### config.mk
export PLATFORM = sky130hd
export DESIGN_NAME = dzCore
export DESIGN_NICKNAME = d
export VERILOG_FILES = /design/src/logic/dzPkg.sv /design/src/logic/apbMaster.sv /design/src/logic/dzCore.sv /design/src/logic/dzDatapath.sv /design/src/logic/ucodeDecode.sv /design/src/logic/ucodeRom.sv /design/src/logic/ucodeSequencer.sv
export SDC_FILE = /design/constraint.sdc
export NUM_CORES = 1
export LEC_CHECK = 0
export BUFFER_PORTS_ARGS = -buffer_cell sky130_fd_sc_hd__buf_4
export CORE_AREA = 8 8 116 172
export DETAILED_ROUTE_END_ITERATION = 10
export DIE_AREA = 0 0 124 180
export GPL_ROUTABILITY_DRIVEN = 1
export PLACE_DENSITY = 0.74
export SLEW_MARGIN = 10
export SYNTH_ARGS = -nofsm -noshare
export SYNTH_HDL_FRONTEND = slang
export SYNTH_SLANG_ARGS = --single-unit
### constraint.sdc
create_clock -name iClock -period 14.8 [get_ports iClock]
set_input_delay 2.96 -clock iClock [delete_from_list [all_inputs] [get_ports iClock]]
set_output_delay 2.96 -clock iClock [all_outputs]
set_load 0.05 [all_outputs]
### src/logic/dzPkg.sv
package dzPkg;

	typedef logic [7:0]  byteT;
	typedef logic [15:0] addrT;
	typedef logic [8:0]  flowIdxT;

	// Operand field
	// the first seven codes index the register file directly
	typedef enum logic [3:0]
	{
		regA, regB, regC, regD, regE, regH, regL,
		regHl, regPc, regTmp, regNone
	} regSelT;

	// When a flow stops
	typedef enum logic [1:0]
	{
		endNo, endYes, endIfZ, endHalt
	} uopEndT;

	// What a micro-op does
	typedef enum logic [3:0]
	{
		actNop, actFetchOp, actReadOperand, actLoadImm,
		actStoreReg, actLoadMem, actInc, actDec,
		actAdd, actSub, actJumpRel
	} uopActT;

	typedef struct packed
	{
		uopEndT uEnd;
		uopActT act;
		regSelT operand;
	} uopT;

	typedef enum logic [2:0]
	{
		stFetch, stWaitOp, stExec, stWaitMem, stHalt
	} seqStateT;

	////////////////////
	// Flow start indices
	////////////////////
	localparam flowIdxT flowFetch = 9'd0;
	localparam flowIdxT flowNop   = 9'd1;
	localparam flowIdxT flowHalt  = 9'd2;
	localparam flowIdxT flowJr    = 9'd3;
	localparam flowIdxT flowJrNz  = 9'd5;
	// Two entries per register
	localparam flowIdxT flowLdImm = 9'd7;
	localparam flowIdxT flowInc   = 9'd21;
	localparam flowIdxT flowDec   = 9'd28;
	localparam flowIdxT flowAdd   = 9'd35;
	localparam flowIdxT flowSub   = 9'd42;
	localparam flowIdxT flowStore = 9'd49;
	localparam flowIdxT flowLoad  = 9'd56;

endpackage

### src/logic/apbMaster.sv
`timescale 1ns/1ps

module apbMaster
(
	input  logic        iClock,
	input  logic        rstN,
	input  logic        memReq,
	input  logic        memWrite,
	input  dzPkg::addrT memAddr,
	input  dzPkg::byteT memWdata,
	output logic        memDone,
	output dzPkg::byteT memRdata,
	output logic        psel,
	output logic        penable,
	output logic        pwrite,
	output dzPkg::addrT paddr,
	output dzPkg::byteT pwdata,
	input  dzPkg::byteT prdata,
	input  logic        pready
);
	import dzPkg::*;

	typedef enum logic [1:0] {apbIdle, apbSetup, apbAccess} apbStateT;

	apbStateT state;
	byteT     rdataQ;

	assign psel     = state != apbIdle;
	assign penable  = state == apbAccess;
	assign memDone  = penable && pready;
	// Read data is usable in the completion cycle itself
	assign memRdata = memDone ? prdata : rdataQ;

	always_ff @(posedge iClock)
	begin
		if (!rstN)
			state <= apbIdle;
		else
		begin
			case (state)
				apbIdle:   state <= memReq ? apbSetup : apbIdle;
				apbSetup:  state <= apbAccess;
				apbAccess: state <= pready ? apbIdle : apbAccess;
				default:   state <= apbIdle;
			endcase
		end
	end

	// Request is latched once, so the bus stays stable through the transfer
	always_ff @(posedge iClock)
	begin
		if (state == apbIdle && memReq)
		begin
			paddr  <= memAddr;
			pwrite <= memWrite;
			pwdata <= memWdata;
		end
		if (memDone)
			rdataQ <= prdata;
	end

endmodule

### src/logic/dzCore.sv
`timescale 1ns/1ps

module dzCore
#(
	parameter dzPkg::addrT resetPc = '0
)
(
	input  logic        iClock,
	input  logic        rstN,
	output logic        psel,
	output logic        penable,
	output logic        pwrite,
	output dzPkg::addrT paddr,
	output dzPkg::byteT pwdata,
	input  dzPkg::byteT prdata,
	input  logic        pready,
	output logic        halted
);
	import dzPkg::*;

	flowIdxT decFlow;
	flowIdxT uPc;
	uopT     uop;
	byteT    opLatch;
	logic    memReq;
	logic    memWrite;
	logic    memSel;
	logic    memDone;
	logic    exec;
	logic    zeroFlag;
	addrT    memAddr;
	byteT    memWdata;
	byteT    memRdata;

	ucodeDecode decode_i
	(
		.opcode  (opLatch),
		.flowIdx (decFlow)
	);

	ucodeRom rom_i
	(
		.flowIdx (uPc),
		.uop     (uop)
	);

	ucodeSequencer seq_i
	(
		.iClock   (iClock),
		.rstN     (rstN),
		.flowIdx  (decFlow),
		.uop      (uop),
		.zeroFlag (zeroFlag),
		.memDone  (memDone),
		.memRdata (memRdata),
		.memReq   (memReq),
		.memWrite (memWrite),
		.memSel   (memSel),
		.exec     (exec),
		.uPc      (uPc),
		.opLatch  (opLatch),
		.halted   (halted)
	);

	dzDatapath #(.resetPc(resetPc)) datapath_i
	(
		.iClock     (iClock),
		.rstN       (rstN),
		.exec       (exec),
		.uopAct     (uop.act),
		.uopOperand (uop.operand),
		.memDone    (memDone),
		.memSel     (memSel),
		.memRdata   (memRdata),
		.zeroFlag   (zeroFlag),
		.memAddr    (memAddr),
		.memWdata   (memWdata)
	);

	apbMaster apb_i
	(
		.iClock   (iClock),
		.rstN     (rstN),
		.memReq   (memReq),
		.memWrite (memWrite),
		.memAddr  (memAddr),
		.memWdata (memWdata),
		.memDone  (memDone),
		.memRdata (memRdata),
		.psel     (psel),
		.penable  (penable),
		.pwrite   (pwrite),
		.paddr    (paddr),
		.pwdata   (pwdata),
		.prdata   (prdata),
		.pready   (pready)
	);

endmodule

### src/logic/dzDatapath.sv
`timescale 1ns/1ps

module dzDatapath
#(
	parameter dzPkg::addrT resetPc = '0
)
(
	input  logic          iClock,
	input  logic          rstN,
	input  logic          exec,
	input  dzPkg::uopActT uopAct,
	input  dzPkg::regSelT uopOperand,
	input  logic          memDone,
	input  logic          memSel,
	input  dzPkg::byteT   memRdata,
	output logic          zeroFlag,
	output dzPkg::addrT   memAddr,
	output dzPkg::byteT   memWdata
);
	import dzPkg::*;

	// A, B, C, D, E, H, L in operand code order
	byteT       regs [0:6];
	addrT       pc;
	byteT       tmp;
	byteT       opVal;
	byteT       aluOut;
	logic [2:0] regIdx;

	assign regIdx = uopOperand[2:0];

	always_comb
	begin
		opVal = tmp;
		if (uopOperand <= regL)
			opVal = regs[regIdx];
	end

	////////////////////
	// 8 bit ALU without carry
	////////////////////
	always_comb
	begin
		case (uopAct)
			actInc:  aluOut = opVal + 8'd1;
			actDec:  aluOut = opVal - 8'd1;
			actAdd:  aluOut = regs[3'(regA)] + opVal;
			actSub:  aluOut = regs[3'(regA)] - opVal;
			default: aluOut = opVal;
		endcase
	end

	assign memAddr  = memSel ? {regs[3'(regH)], regs[3'(regL)]} : pc;
	assign memWdata = opVal;

	always_ff @(posedge iClock)
	begin
		if (!rstN)
		begin
			pc       <= resetPc;
			zeroFlag <= 1'b0;
			regs     <= '{default: '0};
		end
		else if (exec)
		begin
			case (uopAct)
				actLoadImm:
					regs[regIdx] <= tmp;
				actInc, actDec:
				begin
					regs[regIdx] <= aluOut;
					zeroFlag     <= aluOut == 8'd0;
				end
				actAdd, actSub:
				begin
					regs[3'(regA)] <= aluOut;
					zeroFlag       <= aluOut == 8'd0;
				end
				// Offset is relative to the byte after the operand
				actJumpRel:
					pc <= pc + {{8{tmp[7]}}, tmp};
				default:
					pc <= pc;
			endcase
		end
		else if (memDone)
		begin
			case (uopAct)
				actFetchOp, actReadOperand:
					pc <= pc + 16'd1;
				actLoadMem:
					regs[regIdx] <= memRdata;
				default:
					pc <= pc;
			endcase
		end
	end

	always_ff @(posedge iClock)
	begin
		if (memDone && uopAct == actReadOperand)
			tmp <= memRdata;
	end

endmodule

### src/logic/ucodeDecode.sv
`timescale 1ns/1ps

module ucodeDecode
(
	input  dzPkg::byteT    opcode,
	output dzPkg::flowIdxT flowIdx
);
	import dzPkg::*;

	logic [2:0] dst;
	logic [2:0] src;
	logic       dstHl;

	// Z80 register code to register file index, A first
	function automatic logic [2:0] regIndex(input logic [2:0] code);
		return (code == 3'd7) ? 3'd0 : code + 3'd1;
	endfunction

	assign dst   = regIndex(opcode[5:3]);
	assign src   = regIndex(opcode[2:0]);
	// Code 110 names (HL), which has no flow of its own here
	assign dstHl = opcode[5:3] == 3'b110;

	always_comb
	begin
		flowIdx = flowNop;
		casez (opcode)
			8'h18: flowIdx = flowJr;
			8'h20: flowIdx = flowJrNz;
			8'h76: flowIdx = flowHalt;
			8'b00???100:
				if (!dstHl)
					flowIdx = flowInc + flowIdxT'(dst);
			8'b00???101:
				if (!dstHl)
					flowIdx = flowDec + flowIdxT'(dst);
			8'b00???110:
				if (!dstHl)
					flowIdx = flowLdImm + flowIdxT'({dst, 1'b0});
			// HALT sits on the one overlap of these two groups
			8'b01110???: flowIdx = flowStore + flowIdxT'(src);
			8'b01???110: flowIdx = flowLoad + flowIdxT'(dst);
			8'b10000???: flowIdx = flowAdd + flowIdxT'(src);
			8'b10010???: flowIdx = flowSub + flowIdxT'(src);
			default: flowIdx = flowNop;
		endcase
		if (opcode[7:6] == 2'b10 && opcode[2:0] == 3'b110)
			flowIdx = flowNop;
	end

endmodule

### src/logic/ucodeRom.sv
`timescale 1ns/1ps

module ucodeRom
(
	input  dzPkg::flowIdxT flowIdx,
	output dzPkg::uopT     uop
);
	import dzPkg::*;

	always_comb
	begin
		case (flowIdx)
			// Shared opcode fetch step
			flowFetch: uop = '{endNo, actFetchOp, regPc};
			flowNop:   uop = '{endYes, actNop, regNone};
			flowHalt:  uop = '{endHalt, actNop, regNone};

			////////////////////
			// Relative jumps
			////////////////////
			flowJr:    uop = '{endNo, actReadOperand, regTmp};
			// Taken only while Z is clear
			flowJrNz:  uop = '{endIfZ, actReadOperand, regTmp};
			flowJr + 9'd1, flowJrNz + 9'd1:
				uop = '{endYes, actJumpRel, regTmp};

			////////////////////
			// LD r,n
			////////////////////
			flowLdImm + 9'd0, flowLdImm + 9'd2, flowLdImm + 9'd4, flowLdImm + 9'd6,
			flowLdImm + 9'd8, flowLdImm + 9'd10, flowLdImm + 9'd12:
				uop = '{endNo, actReadOperand, regTmp};
			flowLdImm + 9'd1:  uop = '{endYes, actLoadImm, regA};
			flowLdImm + 9'd3:  uop = '{endYes, actLoadImm, regB};
			flowLdImm + 9'd5:  uop = '{endYes, actLoadImm, regC};
			flowLdImm + 9'd7:  uop = '{endYes, actLoadImm, regD};
			flowLdImm + 9'd9:  uop = '{endYes, actLoadImm, regE};
			flowLdImm + 9'd11: uop = '{endYes, actLoadImm, regH};
			flowLdImm + 9'd13: uop = '{endYes, actLoadImm, regL};

			// INC r
			flowInc + 9'd0: uop = '{endYes, actInc, regA};
			flowInc + 9'd1: uop = '{endYes, actInc, regB};
			flowInc + 9'd2: uop = '{endYes, actInc, regC};
			flowInc + 9'd3: uop = '{endYes, actInc, regD};
			flowInc + 9'd4: uop = '{endYes, actInc, regE};
			flowInc + 9'd5: uop = '{endYes, actInc, regH};
			flowInc + 9'd6: uop = '{endYes, actInc, regL};
			// DEC r
			flowDec + 9'd0: uop = '{endYes, actDec, regA};
			flowDec + 9'd1: uop = '{endYes, actDec, regB};
			flowDec + 9'd2: uop = '{endYes, actDec, regC};
			flowDec + 9'd3: uop = '{endYes, actDec, regD};
			flowDec + 9'd4: uop = '{endYes, actDec, regE};
			flowDec + 9'd5: uop = '{endYes, actDec, regH};
			flowDec + 9'd6: uop = '{endYes, actDec, regL};
			// ADD A,r
			flowAdd + 9'd0: uop = '{endYes, actAdd, regA};
			flowAdd + 9'd1: uop = '{endYes, actAdd, regB};
			flowAdd + 9'd2: uop = '{endYes, actAdd, regC};
			flowAdd + 9'd3: uop = '{endYes, actAdd, regD};
			flowAdd + 9'd4: uop = '{endYes, actAdd, regE};
			flowAdd + 9'd5: uop = '{endYes, actAdd, regH};
			flowAdd + 9'd6: uop = '{endYes, actAdd, regL};
			// SUB A,r
			flowSub + 9'd0: uop = '{endYes, actSub, regA};
			flowSub + 9'd1: uop = '{endYes, actSub, regB};
			flowSub + 9'd2: uop = '{endYes, actSub, regC};
			flowSub + 9'd3: uop = '{endYes, actSub, regD};
			flowSub + 9'd4: uop = '{endYes, actSub, regE};
			flowSub + 9'd5: uop = '{endYes, actSub, regH};
			flowSub + 9'd6: uop = '{endYes, actSub, regL};

			////////////////////
			// Memory at HL
			////////////////////
			flowStore + 9'd0: uop = '{endYes, actStoreReg, regA};
			flowStore + 9'd1: uop = '{endYes, actStoreReg, regB};
			flowStore + 9'd2: uop = '{endYes, actStoreReg, regC};
			flowStore + 9'd3: uop = '{endYes, actStoreReg, regD};
			flowStore + 9'd4: uop = '{endYes, actStoreReg, regE};
			flowStore + 9'd5: uop = '{endYes, actStoreReg, regH};
			flowStore + 9'd6: uop = '{endYes, actStoreReg, regL};
			flowLoad + 9'd0:  uop = '{endYes, actLoadMem, regA};
			flowLoad + 9'd1:  uop = '{endYes, actLoadMem, regB};
			flowLoad + 9'd2:  uop = '{endYes, actLoadMem, regC};
			flowLoad + 9'd3:  uop = '{endYes, actLoadMem, regD};
			flowLoad + 9'd4:  uop = '{endYes, actLoadMem, regE};
			flowLoad + 9'd5:  uop = '{endYes, actLoadMem, regH};
			flowLoad + 9'd6:  uop = '{endYes, actLoadMem, regL};
			default: uop = '{endYes, actNop, regNone};
		endcase
	end

endmodule

### src/logic/ucodeSequencer.sv
`timescale 1ns/1ps

module ucodeSequencer
(
	input  logic           iClock,
	input  logic           rstN,
	input  dzPkg::flowIdxT flowIdx,
	input  dzPkg::uopT     uop,
	input  logic           zeroFlag,
	input  logic           memDone,
	input  dzPkg::byteT    memRdata,
	output logic           memReq,
	output logic           memWrite,
	output logic           memSel,
	output logic           exec,
	output dzPkg::flowIdxT uPc,
	output dzPkg::byteT    opLatch,
	output logic           halted
);
	import dzPkg::*;

	seqStateT state;
	flowIdxT  uPcQ;
	flowIdxT  stepUPc;
	seqStateT stepState;
	logic     newFlow;
	logic     isMem;

	// First micro-op of a flow comes straight from the decoder
	assign uPc = newFlow ? flowIdx : uPcQ;

	assign isMem = (uop.act == actReadOperand) || (uop.act == actStoreReg) ||
		(uop.act == actLoadMem);
	assign memReq   = (state == stFetch) || (state == stExec && isMem);
	assign memWrite = uop.act == actStoreReg;
	assign memSel   = (uop.act == actStoreReg) || (uop.act == actLoadMem);
	assign exec     = (state == stExec) && !isMem;
	assign halted   = state == stHalt;

	// Where the flow goes once the current micro-op has completed
	always_comb
	begin
		stepState = stExec;
		stepUPc   = uPc + flowIdxT'(1);
		if (uop.uEnd == endHalt)
		begin
			stepState = stHalt;
			stepUPc   = uPc;
		end
		else if (uop.uEnd == endYes || (uop.uEnd == endIfZ && zeroFlag))
		begin
			stepState = stFetch;
			stepUPc   = flowFetch;
		end
	end

	always_ff @(posedge iClock)
	begin
		if (!rstN)
		begin
			state   <= stFetch;
			uPcQ    <= flowFetch;
			newFlow <= 1'b0;
		end
		else
		begin
			case (state)
				stFetch:
					state <= stWaitOp;
				stWaitOp:
					if (memDone)
					begin
						newFlow <= 1'b1;
						state   <= stExec;
					end
				stExec:
				begin
					newFlow <= 1'b0;
					if (isMem)
					begin
						// Hold the micro-op until the bus answers
						state <= stWaitMem;
						uPcQ  <= uPc;
					end
					else
					begin
						state <= stepState;
						uPcQ  <= stepUPc;
					end
				end
				stWaitMem:
					if (memDone)
					begin
						state <= stepState;
						uPcQ  <= stepUPc;
					end
				stHalt:
					state <= stHalt;
				default:
					state <= stFetch;
			endcase
		end
	end

	always_ff @(posedge iClock)
	begin
		if (state == stWaitOp && memDone)
			opLatch <= memRdata;
	end

endmodule

==> key figures, run 1 <==
Timing
  • Slew Viols, Final: 0
  • Endpoints failing setup: 0
  • Final Hold Fails: 0
  • Skew final: 11.6 ps
  • Fin crit share: 0.622
  • Min Tclk post-route: 9210 ps
  • Fin Hold WS: 475 ps
  • Setup tns final: 0 ps
  • Tightest Pin Transition: 1120 ps
  • Fmax: 0.109 GHz
  • RSZ-0062 raised after global routing: false
  • Slew headroom: 0.250

Yosys
  • Syn_nets: 1233
  • Synth Area in Adders: 0.0790
  • Flops & latches, synth: 137
  • Post-Synth XOR/XNOR Area: 0.0259
  • Syn Std Cell Area: 9790 sq um
  • Syn Inst Count: 1162
  • Synth Area per Inst: 8.42 sq um
  • Post-synth EDFFs: 41
  • Top FF cell, synth: dfxtp_1
  • Simple logic cell fraction of the synthesized area: 0.189
  • YS warnings: 0
  • Seq/Total Area, Yosys: 0.322
  • Dominant cells by area after synthesis: dfxtp_1, edfxtp_1, ha_1
  • Yosys cell types: 102
  • Post-synthesis mux area share: 0.0568
  • Synth top area share: 0.196
  • Top-count cell post-synth: nor2_1
  • Post-synth top cells: nor2_1, nand2_1, dfxtp_1, o21ai_0, a21oi_1
  • Synth area leader: dfxtp_1
  • Main combinational cell family by area after synthesis: compound AO/OA/AOI/OAI gates
  • Async SR Flop Fraction: 0
  • Synth Area in Compound Gates: 0.277

Pwr
  • PD cells: 99.6 nW/um^2
  • Clock share of power: 0.379
  • Leak: 4.22 nW
  • Switching power: 0.357 mW
  • Seq pwr share: 0.399
  • Combinational Power Share: 0.222
  • VDD IR-drop max: 0.0752 mV
  • Sw frac: 0.334
  • Internal: 0.711 mW

Worst setup path
  • Arrival time at the worst endpoint: 9520 ps
  • Critical Path Max Stage Delay: 790 ps
  • Setup crit start kind: flop
  • Critical Path RT: 15120 ps
  • Crit path capture type: flop
  • Crit path kind: reg2reg
  • Critical Path Fanout Max: 16
  • WP buf/inv: 5
  • Cell family with most CP delay: compound AO/OA/AOI/OAI gates
  • Crit path depth: 33
  • CP max-delay cell: o32a_1
  • Reg2reg path depth: 33

Cells and area
  • Synthesis-to-layout area growth: 9.54%
  • Filler cell count: 1572
  • Non-Filler Instances: 1398
  • NumNets Final: 1240
  • Layout cells sized above 1: 0.132
  • Antenna diode count: 0

Clock network
  • CTS buffer count: 17
  • CTS Buffer Depth: 2
  • CTS tree: built
  • Htree depth: 4
  • Root buffer selected by CTS: clkbuf_16
  • Clock sinks: 137
  • CTS clk-pin slew, worst paths: 60 ps
  • Clk Latency, worst-skew pair: 430 ps
  • Hold buffers post-CTS: 0
  • Resize count post-CTS: 0
  • Post-CTS setup repair buffer count: 0

Hold path
  • Worst Hold Depth: 2
  • Type of the tightest min-delay check: reg2reg

Global route
  • Largest net degree at the start of global routing: 56
  • Vias in the first global route: 9331
  • Initial antenna violation count: 0
  • GR Overflow Total: 0
  • GRT Overall Usage: 0.301
  • Global-route wire length before repair: 51900 microns

Routing
  • Via Count: 9492
  • Post-route ant nets: 0
  • Met1 WL: 12300 microns
  • Drt drc: 0
  • Via/cell ratio: 6.79
  • DR WL met2: 16000 microns
  • First-pass DRT Iterations: 5
  • Routed len/inst: 23.9 microns
  • Detailed router's first-iteration violation count: 1049
  • Met3 WL: 2300 microns
  • Uppermost layer routed: met4
  • Routed Wire Length: 33400 microns

Place
  • Post-DP HPWL: 24200 microns
  • IO Port Bufs: 38
  • Placed insts: 1367
  • Placer Congestion: 1.06

Floorplan
  • DIE AREA: 22300 sq um
  • Ports: 39
  • Core Area: 17600 sq um
  • Row cnt: 60
  • Die W: 124 microns
  • Die height: 180 microns
  • Starting Density: 0.557

Run status
  • Status: finished clean

Job
  • Max_cap viols: 0
==> tightest hold or removal path, cell delays in order, from the launching register on <==
cell and delay (ps):
dfxtp_1 310, nand2_1 60, a21oi_1 60
==> logic make-up after synthesis <==
logic type	after synthesis
AOI/OAI and AO/OA	387
and+or+nand+nor	380
muxes	51
DFF	137
buffers and inverters	118
xor gates and xnor gates	29
adders and majority gates	60
==> through the flow <==
| stage | power [mW] | util | cell area [sq um] | setup slack (ps) |
|---|---|---|---|---|
| 2_1_floorplan | 0.586 | - | 9790 | 6170 |
| 3_3_place_gp | 0.662 | 0.580 | 10200 | 5910 |
| 3_5_place_dp | 0.664 | 0.580 | 10200 | 5770 |
| 4_1_cts | 1.06 | 0.610 | 10700 | 5720 |
| 5_1_grt | 1.10 | 0.610 | 10700 | 4720 |
| 6_report | 1.07 | 0.610 | 10700 | 5590 |
==> final cells by class <==
cell class                      count  area [sq um]  share of cell area
Clock buffer                       20           437              0.0407
Clock inverter                     11           101             0.00945
Inverter                           51           191              0.0179
Multi-Input combinational cell    907          6150               0.574
Sequential cell                   137          3150               0.294
Tap cell                          217           272              0.0253
Timing Repair Buffer               55           413              0.0385
==> per-layer routing <==
metal	up-vias	global-route usage
met3	164	0.0612
met4	0	0.236
met1	4518	0.328
met5	-	0
met2	470	0.491
li1	4340	-
==> placed cells by master, fill, tap and decap left out, types with 21 or more instances in the layout <==
cell type | synthesis | final
nor2_1 | 114 | 114
nand2_1 | 99 | 99
dfxtp_1 | 96 | 96
o21ai_0 | 88 | 87
a21oi_1 | 78 | 78
ha_1 | 57 | 57
buf_4 | 1 | 55
inv_1 | 49 | 48
edfxtp_1 | 41 | 41
a31oi_1 | 33 | 33
o211ai_1 | 32 | 32
nor3_1 | 31 | 31
nand3_1 | 29 | 29
mux2_2 | 26 | 26
mux2i_1 | 24 | 24
xnor2_1 | 23 | 23
and3_1 | 21 | 21
==> flip-flops by register name (all words and copies together) (netlist names) <==
register and count:
seq_i.opLatch 8, seq_i.uPcQ 9, datapath_i.zeroFlag 1, datapath_i.regs 56
apb_i.paddr 16, seq_i.state 3, datapath_i.tmp 8, apb_i.rdataQ 8
apb_i.pwdata 8, apb_i.pwrite 1, apb_i.state 2, datapath_i.pc 16
seq_i.newFlow 1
==> power by group through the flow <==
stage / registers, mW / logic (mW) / clock network [mW]
6_report: 0.426 / 0.237 / 0.405
3_3_place_gp: 0.433 / 0.229 / 0
4_1_cts: 0.426 / 0.232 / 0.402
2_1_floorplan: 0.463 / 0.123 / 0
5_1_grt: 0.428 / 0.251 / 0.418
3_5_place_dp: 0.434 / 0.231 / 0
==> final timing paths <==
check / from / endpoint / slack (ps)
worst min-delay path: seq_i.uPcQ[4] / seq_i.uPcQ[4] / 480
worst max register to register: seq_i.opLatch[0] / datapath_i.regs[55] / 5590
worst max-delay path: seq_i.opLatch[0] / datapath_i.regs[55] / 5590
worst min register to register: seq_i.uPcQ[4] / seq_i.uPcQ[4] / 480
No activity file was read; power rests on OpenSTA's default activity.
==> run 2, diff against run 1 <==
--- a/config.mk
+++ b/config.mk
@@ -5,12 +5,13 @@
 export SDC_FILE = /design/constraint.sdc
 export NUM_CORES = 1
 export LEC_CHECK = 0
+export ABC_AREA = 1
 export BUFFER_PORTS_ARGS = -buffer_cell sky130_fd_sc_hd__buf_4
-export CORE_AREA = 8 8 116 172
+export CORE_AREA = 8 8 117 172
 export DETAILED_ROUTE_END_ITERATION = 10
-export DIE_AREA = 0 0 124 180
+export DIE_AREA = 0 0 125 180
 export GPL_ROUTABILITY_DRIVEN = 1
-export PLACE_DENSITY = 0.74
+export PLACE_DENSITY = 0.76
 export SLEW_MARGIN = 10
 export SYNTH_ARGS = -nofsm -noshare
 export SYNTH_HDL_FRONTEND = slang
==> constraint.sdc (replaced) <==
create_clock -name iClock -period 7.5 [get_ports iClock]
set_input_delay 1.5 -clock iClock [delete_from_list [all_inputs] [get_ports iClock]]
set_output_delay 1.5 -clock iClock [all_outputs]
set_load 0.05 [all_outputs]
==> key figures, run 2 <==
Yosys
  • Syn Inst Count: 1458 (+25%)
  • Seq/Total Area, Yosys: 0.321 (-0.000862)
  • Synth Area per Inst: 6.73 sq um (-20%)
  • Async SR Flop Fraction: 0 (unchanged)
  • Top FF cell, synth: dfxtp_1
  • Synth top area share: 0.196 (-0.000526)
  • Synth area leader: dfxtp_1
  • Flops & latches, synth: 137 (unchanged)
  • Syn Std Cell Area: 9810 sq um (+0.27%)
  • Syn_nets: 1529 (+24%)
  • Dominant cells by area after synthesis: dfxtp_1, nand2_1, edfxtp_1
  • YS warnings: 0 (unchanged)
  • Post-synth top cells: nand2_1, inv_1, nor2_1, o21ai_0, dfxtp_1
  • Top-count cell post-synth: nand2_1
  • Post-synth EDFFs: 41 (unchanged)
  • Yosys cell types: 52 (-49%)

Routing
  • First-pass DRT Iterations: 6 (+1)
  • Detailed router's first-iteration violation count: 1247 (+19%)
  • Drt drc: 0 (unchanged)
  • Routed Wire Length: 31100 microns (-7.0%)
  • Routed len/inst: 18.1 microns (-24%)
  • Post-route ant nets: 0 (unchanged)
  • Via Count: 10176 (+7.2%)
  • Via/cell ratio: 5.92 (-13%)

Run status
  • Status: finished clean

Place
  • IO Port Bufs: 38 (unchanged)
  • Placer Congestion: 1.06 (+0.38%)
  • Post-DP HPWL: 22800 microns (-5.7%)

Cells and area
  • Register Area: 3150 sq um (unchanged)
  • Biggest regs: datapath_i.regs x56, apb_i.paddr x16, datapath_i.pc x16
  • Most common cell after layout, fill and taps aside: nand2_1
  • Antenna diode count: 0 (unchanged)
  • Layout cells sized above 1: 0.111 (-0.0215)
  • Synthesis-to-layout area growth: 10.3%
  • Area of the multi-input gates: 5760 sq um (-6.4%)
  • Most flop-heavy register: datapath_i.regs
  • NumNets Final: 1559 (+26%)
  • Commonest non-fill, non-tap cells in the layout: nand2_1, inv_1, nor2_1
  • Filler cell count: 1714 (+9.0%)
  • Max reg flops: 56 (unchanged)

Clock network
  • CTS tree: built
  • Hold buffers post-CTS: 0 (unchanged)
  • Root buffer selected by CTS: clkbuf_16
  • Htree depth: 4 (unchanged)
  • Clock sinks: 137 (unchanged)
  • CTS Buffer Depth: 2 (unchanged)
  • Clk Latency, worst-skew pair: 430 ps (about the same)
  • CTS clk-pin slew, worst paths: 60 ps (about the same)
  • CTS buffer count: 17 (unchanged)

Timing
  • Final Hold Fails: 0 (unchanged)
  • Endpoints failing setup: 0 (unchanged)
  • Tightest Pin Transition: 1050 ps (-69.2 ps)
  • Skew final: 9.16 ps (-2.45 ps)
  • Min Tclk post-route: 6950 ps (-2260 ps)
  • Fmax: 0.144 GHz (+33%)
  • Setup tns final: 0 ps (unchanged)
  • Slew headroom: 0.298 (+0.0481)
  • Fin crit share: 0.926 (+0.304)
  • RSZ-0062 raised after global routing: false
  • Slew Viols, Final: 0 (unchanged)

Pwr
  • Combinational Power Share: 0.593 (+0.371)
  • Tot Pwr: 4.71 mW (+340%)
  • Clock share of power: 0.173 (-0.206)
  • PD cells: 435 nW/um^2 (+340%)
  • Leak: 5.05 nW (+20%)
  • Seq pwr share: 0.234 (-0.165)
  • Sw frac: 0.522 (+0.188)
  • VDD IR-drop max: 0.345 mV (+360%)
  • Internal: 2.25 mW (+220%)
  • Switching power: 2.46 mW (+590%)

Worst setup path
  • Crit path capture type: flop
  • Crit path kind: reg2reg
  • R2r endpoint: datapath_i.regs[55]
  • Reg2reg path depth: 50 (+52%)
  • CP endpoint: datapath_i.regs[55]
  • Worst Setup SP: seq_i.opLatch[3]
  • Cell repeated most along the worst path: nand2_1
  • CP max-delay cell: edfxtp_1
  • Origin of the critical flop-to-flop path: seq_i.opLatch[3]
  • Critical Path Fanout Max: 35 (+19)
  • Critical Path RT: 7790 ps (-7330 ps)
  • Arrival time at the worst endpoint: 7230 ps (-2290 ps)
  • Setup crit start kind: flop
  • Critical Path Max Stage Delay: 460 ps (-330 ps)
  • Worst R2R Setup Slack: 550 ps (-5040 ps)

Floorplan
  • Die height: 180 microns (unchanged)
  • Die W: 125 microns (+0.81%)
  • Ports: 39 (unchanged)
  • DIE AREA: 22500 sq um (+0.81%)
  • Row cnt: 60 (unchanged)
  • Core Area: 17700 sq um (+0.86%)
  • Starting Density: 0.554 (-0.00324)

Job
  • Max_cap viols: 0 (unchanged)

Global route
  • Global-route wire length before repair: 48800 microns (-6.0%)
  • GRT Overall Usage: 0.271 (-0.0296)
  • Largest net degree at the start of global routing: 77 (+38%)
  • Vias in the first global route: 9544 (+2.3%)
  • GR Overflow Total: 0 (unchanged)
  • Initial antenna violation count: 0 (unchanged)

Hold path
  • Type of the tightest min-delay check: reg2reg
  • Worst Hold Depth: 2 (unchanged)
[run 2: cell types whose count changed after synthesis, sizes merged, moves of 25 or more]
cell / previous run / this run
nand2: 101 / 447
nor2: 119 / 153
o21ai: 92 / 138
mux2: 26 / 0
mux2i: 25 / 0
nand3: 31 / 84
o211ai: 32 / 4
clkbuf: 44 / 19
inv: 51 / 186
[run 2: layer usage]
metal,vias to the layer above,GRT usage,share of wire
li1,4857,-,-
met1,4646,0.279,0.36
met2,498,0.472,0.49
met3,175,0.0542,0.069
met4,0,0.217,0.083
met5,-,0,0
[run 2: logic make-up (layout without fill, tap and decap cells)]
logic type / count (synthesis) / count (layout) / synth area share
flops: 137 / 137 / 0.321
simple gates: 713 / 713 / 0.309
compound gates: 300 / 300 / 0.177
fa+ha+maj: 60 / 60 / 0.0788
xor+xnor: 23 / 23 / 0.0205
buf+inv: 225 / 268 / 0.0937
[run 2: critical path: cells and delay by family (launching register included)]
| family | cells | cell delay (ps) |
|---|---|---|
| xor+xnor | 1 | 160 |
| fa+ha+maj | 5 | 1300 |
| simple gates | 29 | 2760 |
| buf+inv | 7 | 760 |
| flops | 1 | 460 |
| compound gates | 8 | 1370 |
[run 2: layout make-up]
| cell class | count | share of cell area |
|---|---|---|
| clock buffer | 21 | 0.0446 |
| timing repair buffer | 49 | 0.0340 |
| tap | 217 | 0.0251 |
| multi-input combinational | 1096 | 0.532 |
| sequential | 137 | 0.291 |
| clock inverter | 11 | 0.00774 |
| inverter | 187 | 0.0653 |
[run 2: power groups by stage]
stage	clock network, mW	registers (mW)	logic [mW]
4_1_cts	0.815	1.10	2.72
3_3_place_gp	0	1.11	2.67
5_1_grt	0.846	1.12	3.04
3_5_place_dp	0	1.11	2.70
6_report	0.815	1.10	2.80
2_1_floorplan	0	1.33	1.79
[run 2: per-stage QoR]
step	cells	instance area, sq um	utilization	hold slack (ps)	worst slack, ps
final	1718	10800	0.611	451	553
after global routing	1718	10800	0.611	463	3.97
after CTS	1713	10800	0.608	453	471
after detailed placement	1681	10200	0.576	445	511
after global placement	1681	10200	0.576	433	596
after floorplan	1458	9810	-	423	1380
[run 2: worst min-delay path by stage]
stage	start	endpoint	slack, ps
6_report	seq_i.uPcQ[8]	seq_i.uPcQ[8]	450
3_5_place_dp	seq_i.uPcQ[8]	seq_i.uPcQ[8]	440
2_1_floorplan	datapath_i.pc[15]	datapath_i.pc[15]	420
4_1_cts	seq_i.uPcQ[7]	seq_i.uPcQ[7]	450
3_3_place_gp	seq_i.uPcQ[6]	seq_i.uPcQ[6]	430
5_1_grt	seq_i.uPcQ[7]	seq_i.uPcQ[7]	460
[run 2: what timing repair did]
item                                    in CTS  in global routing
resized for setup                            0                  5
buffers inserted                             0                  5
endpoints found under the setup margin       0                  5
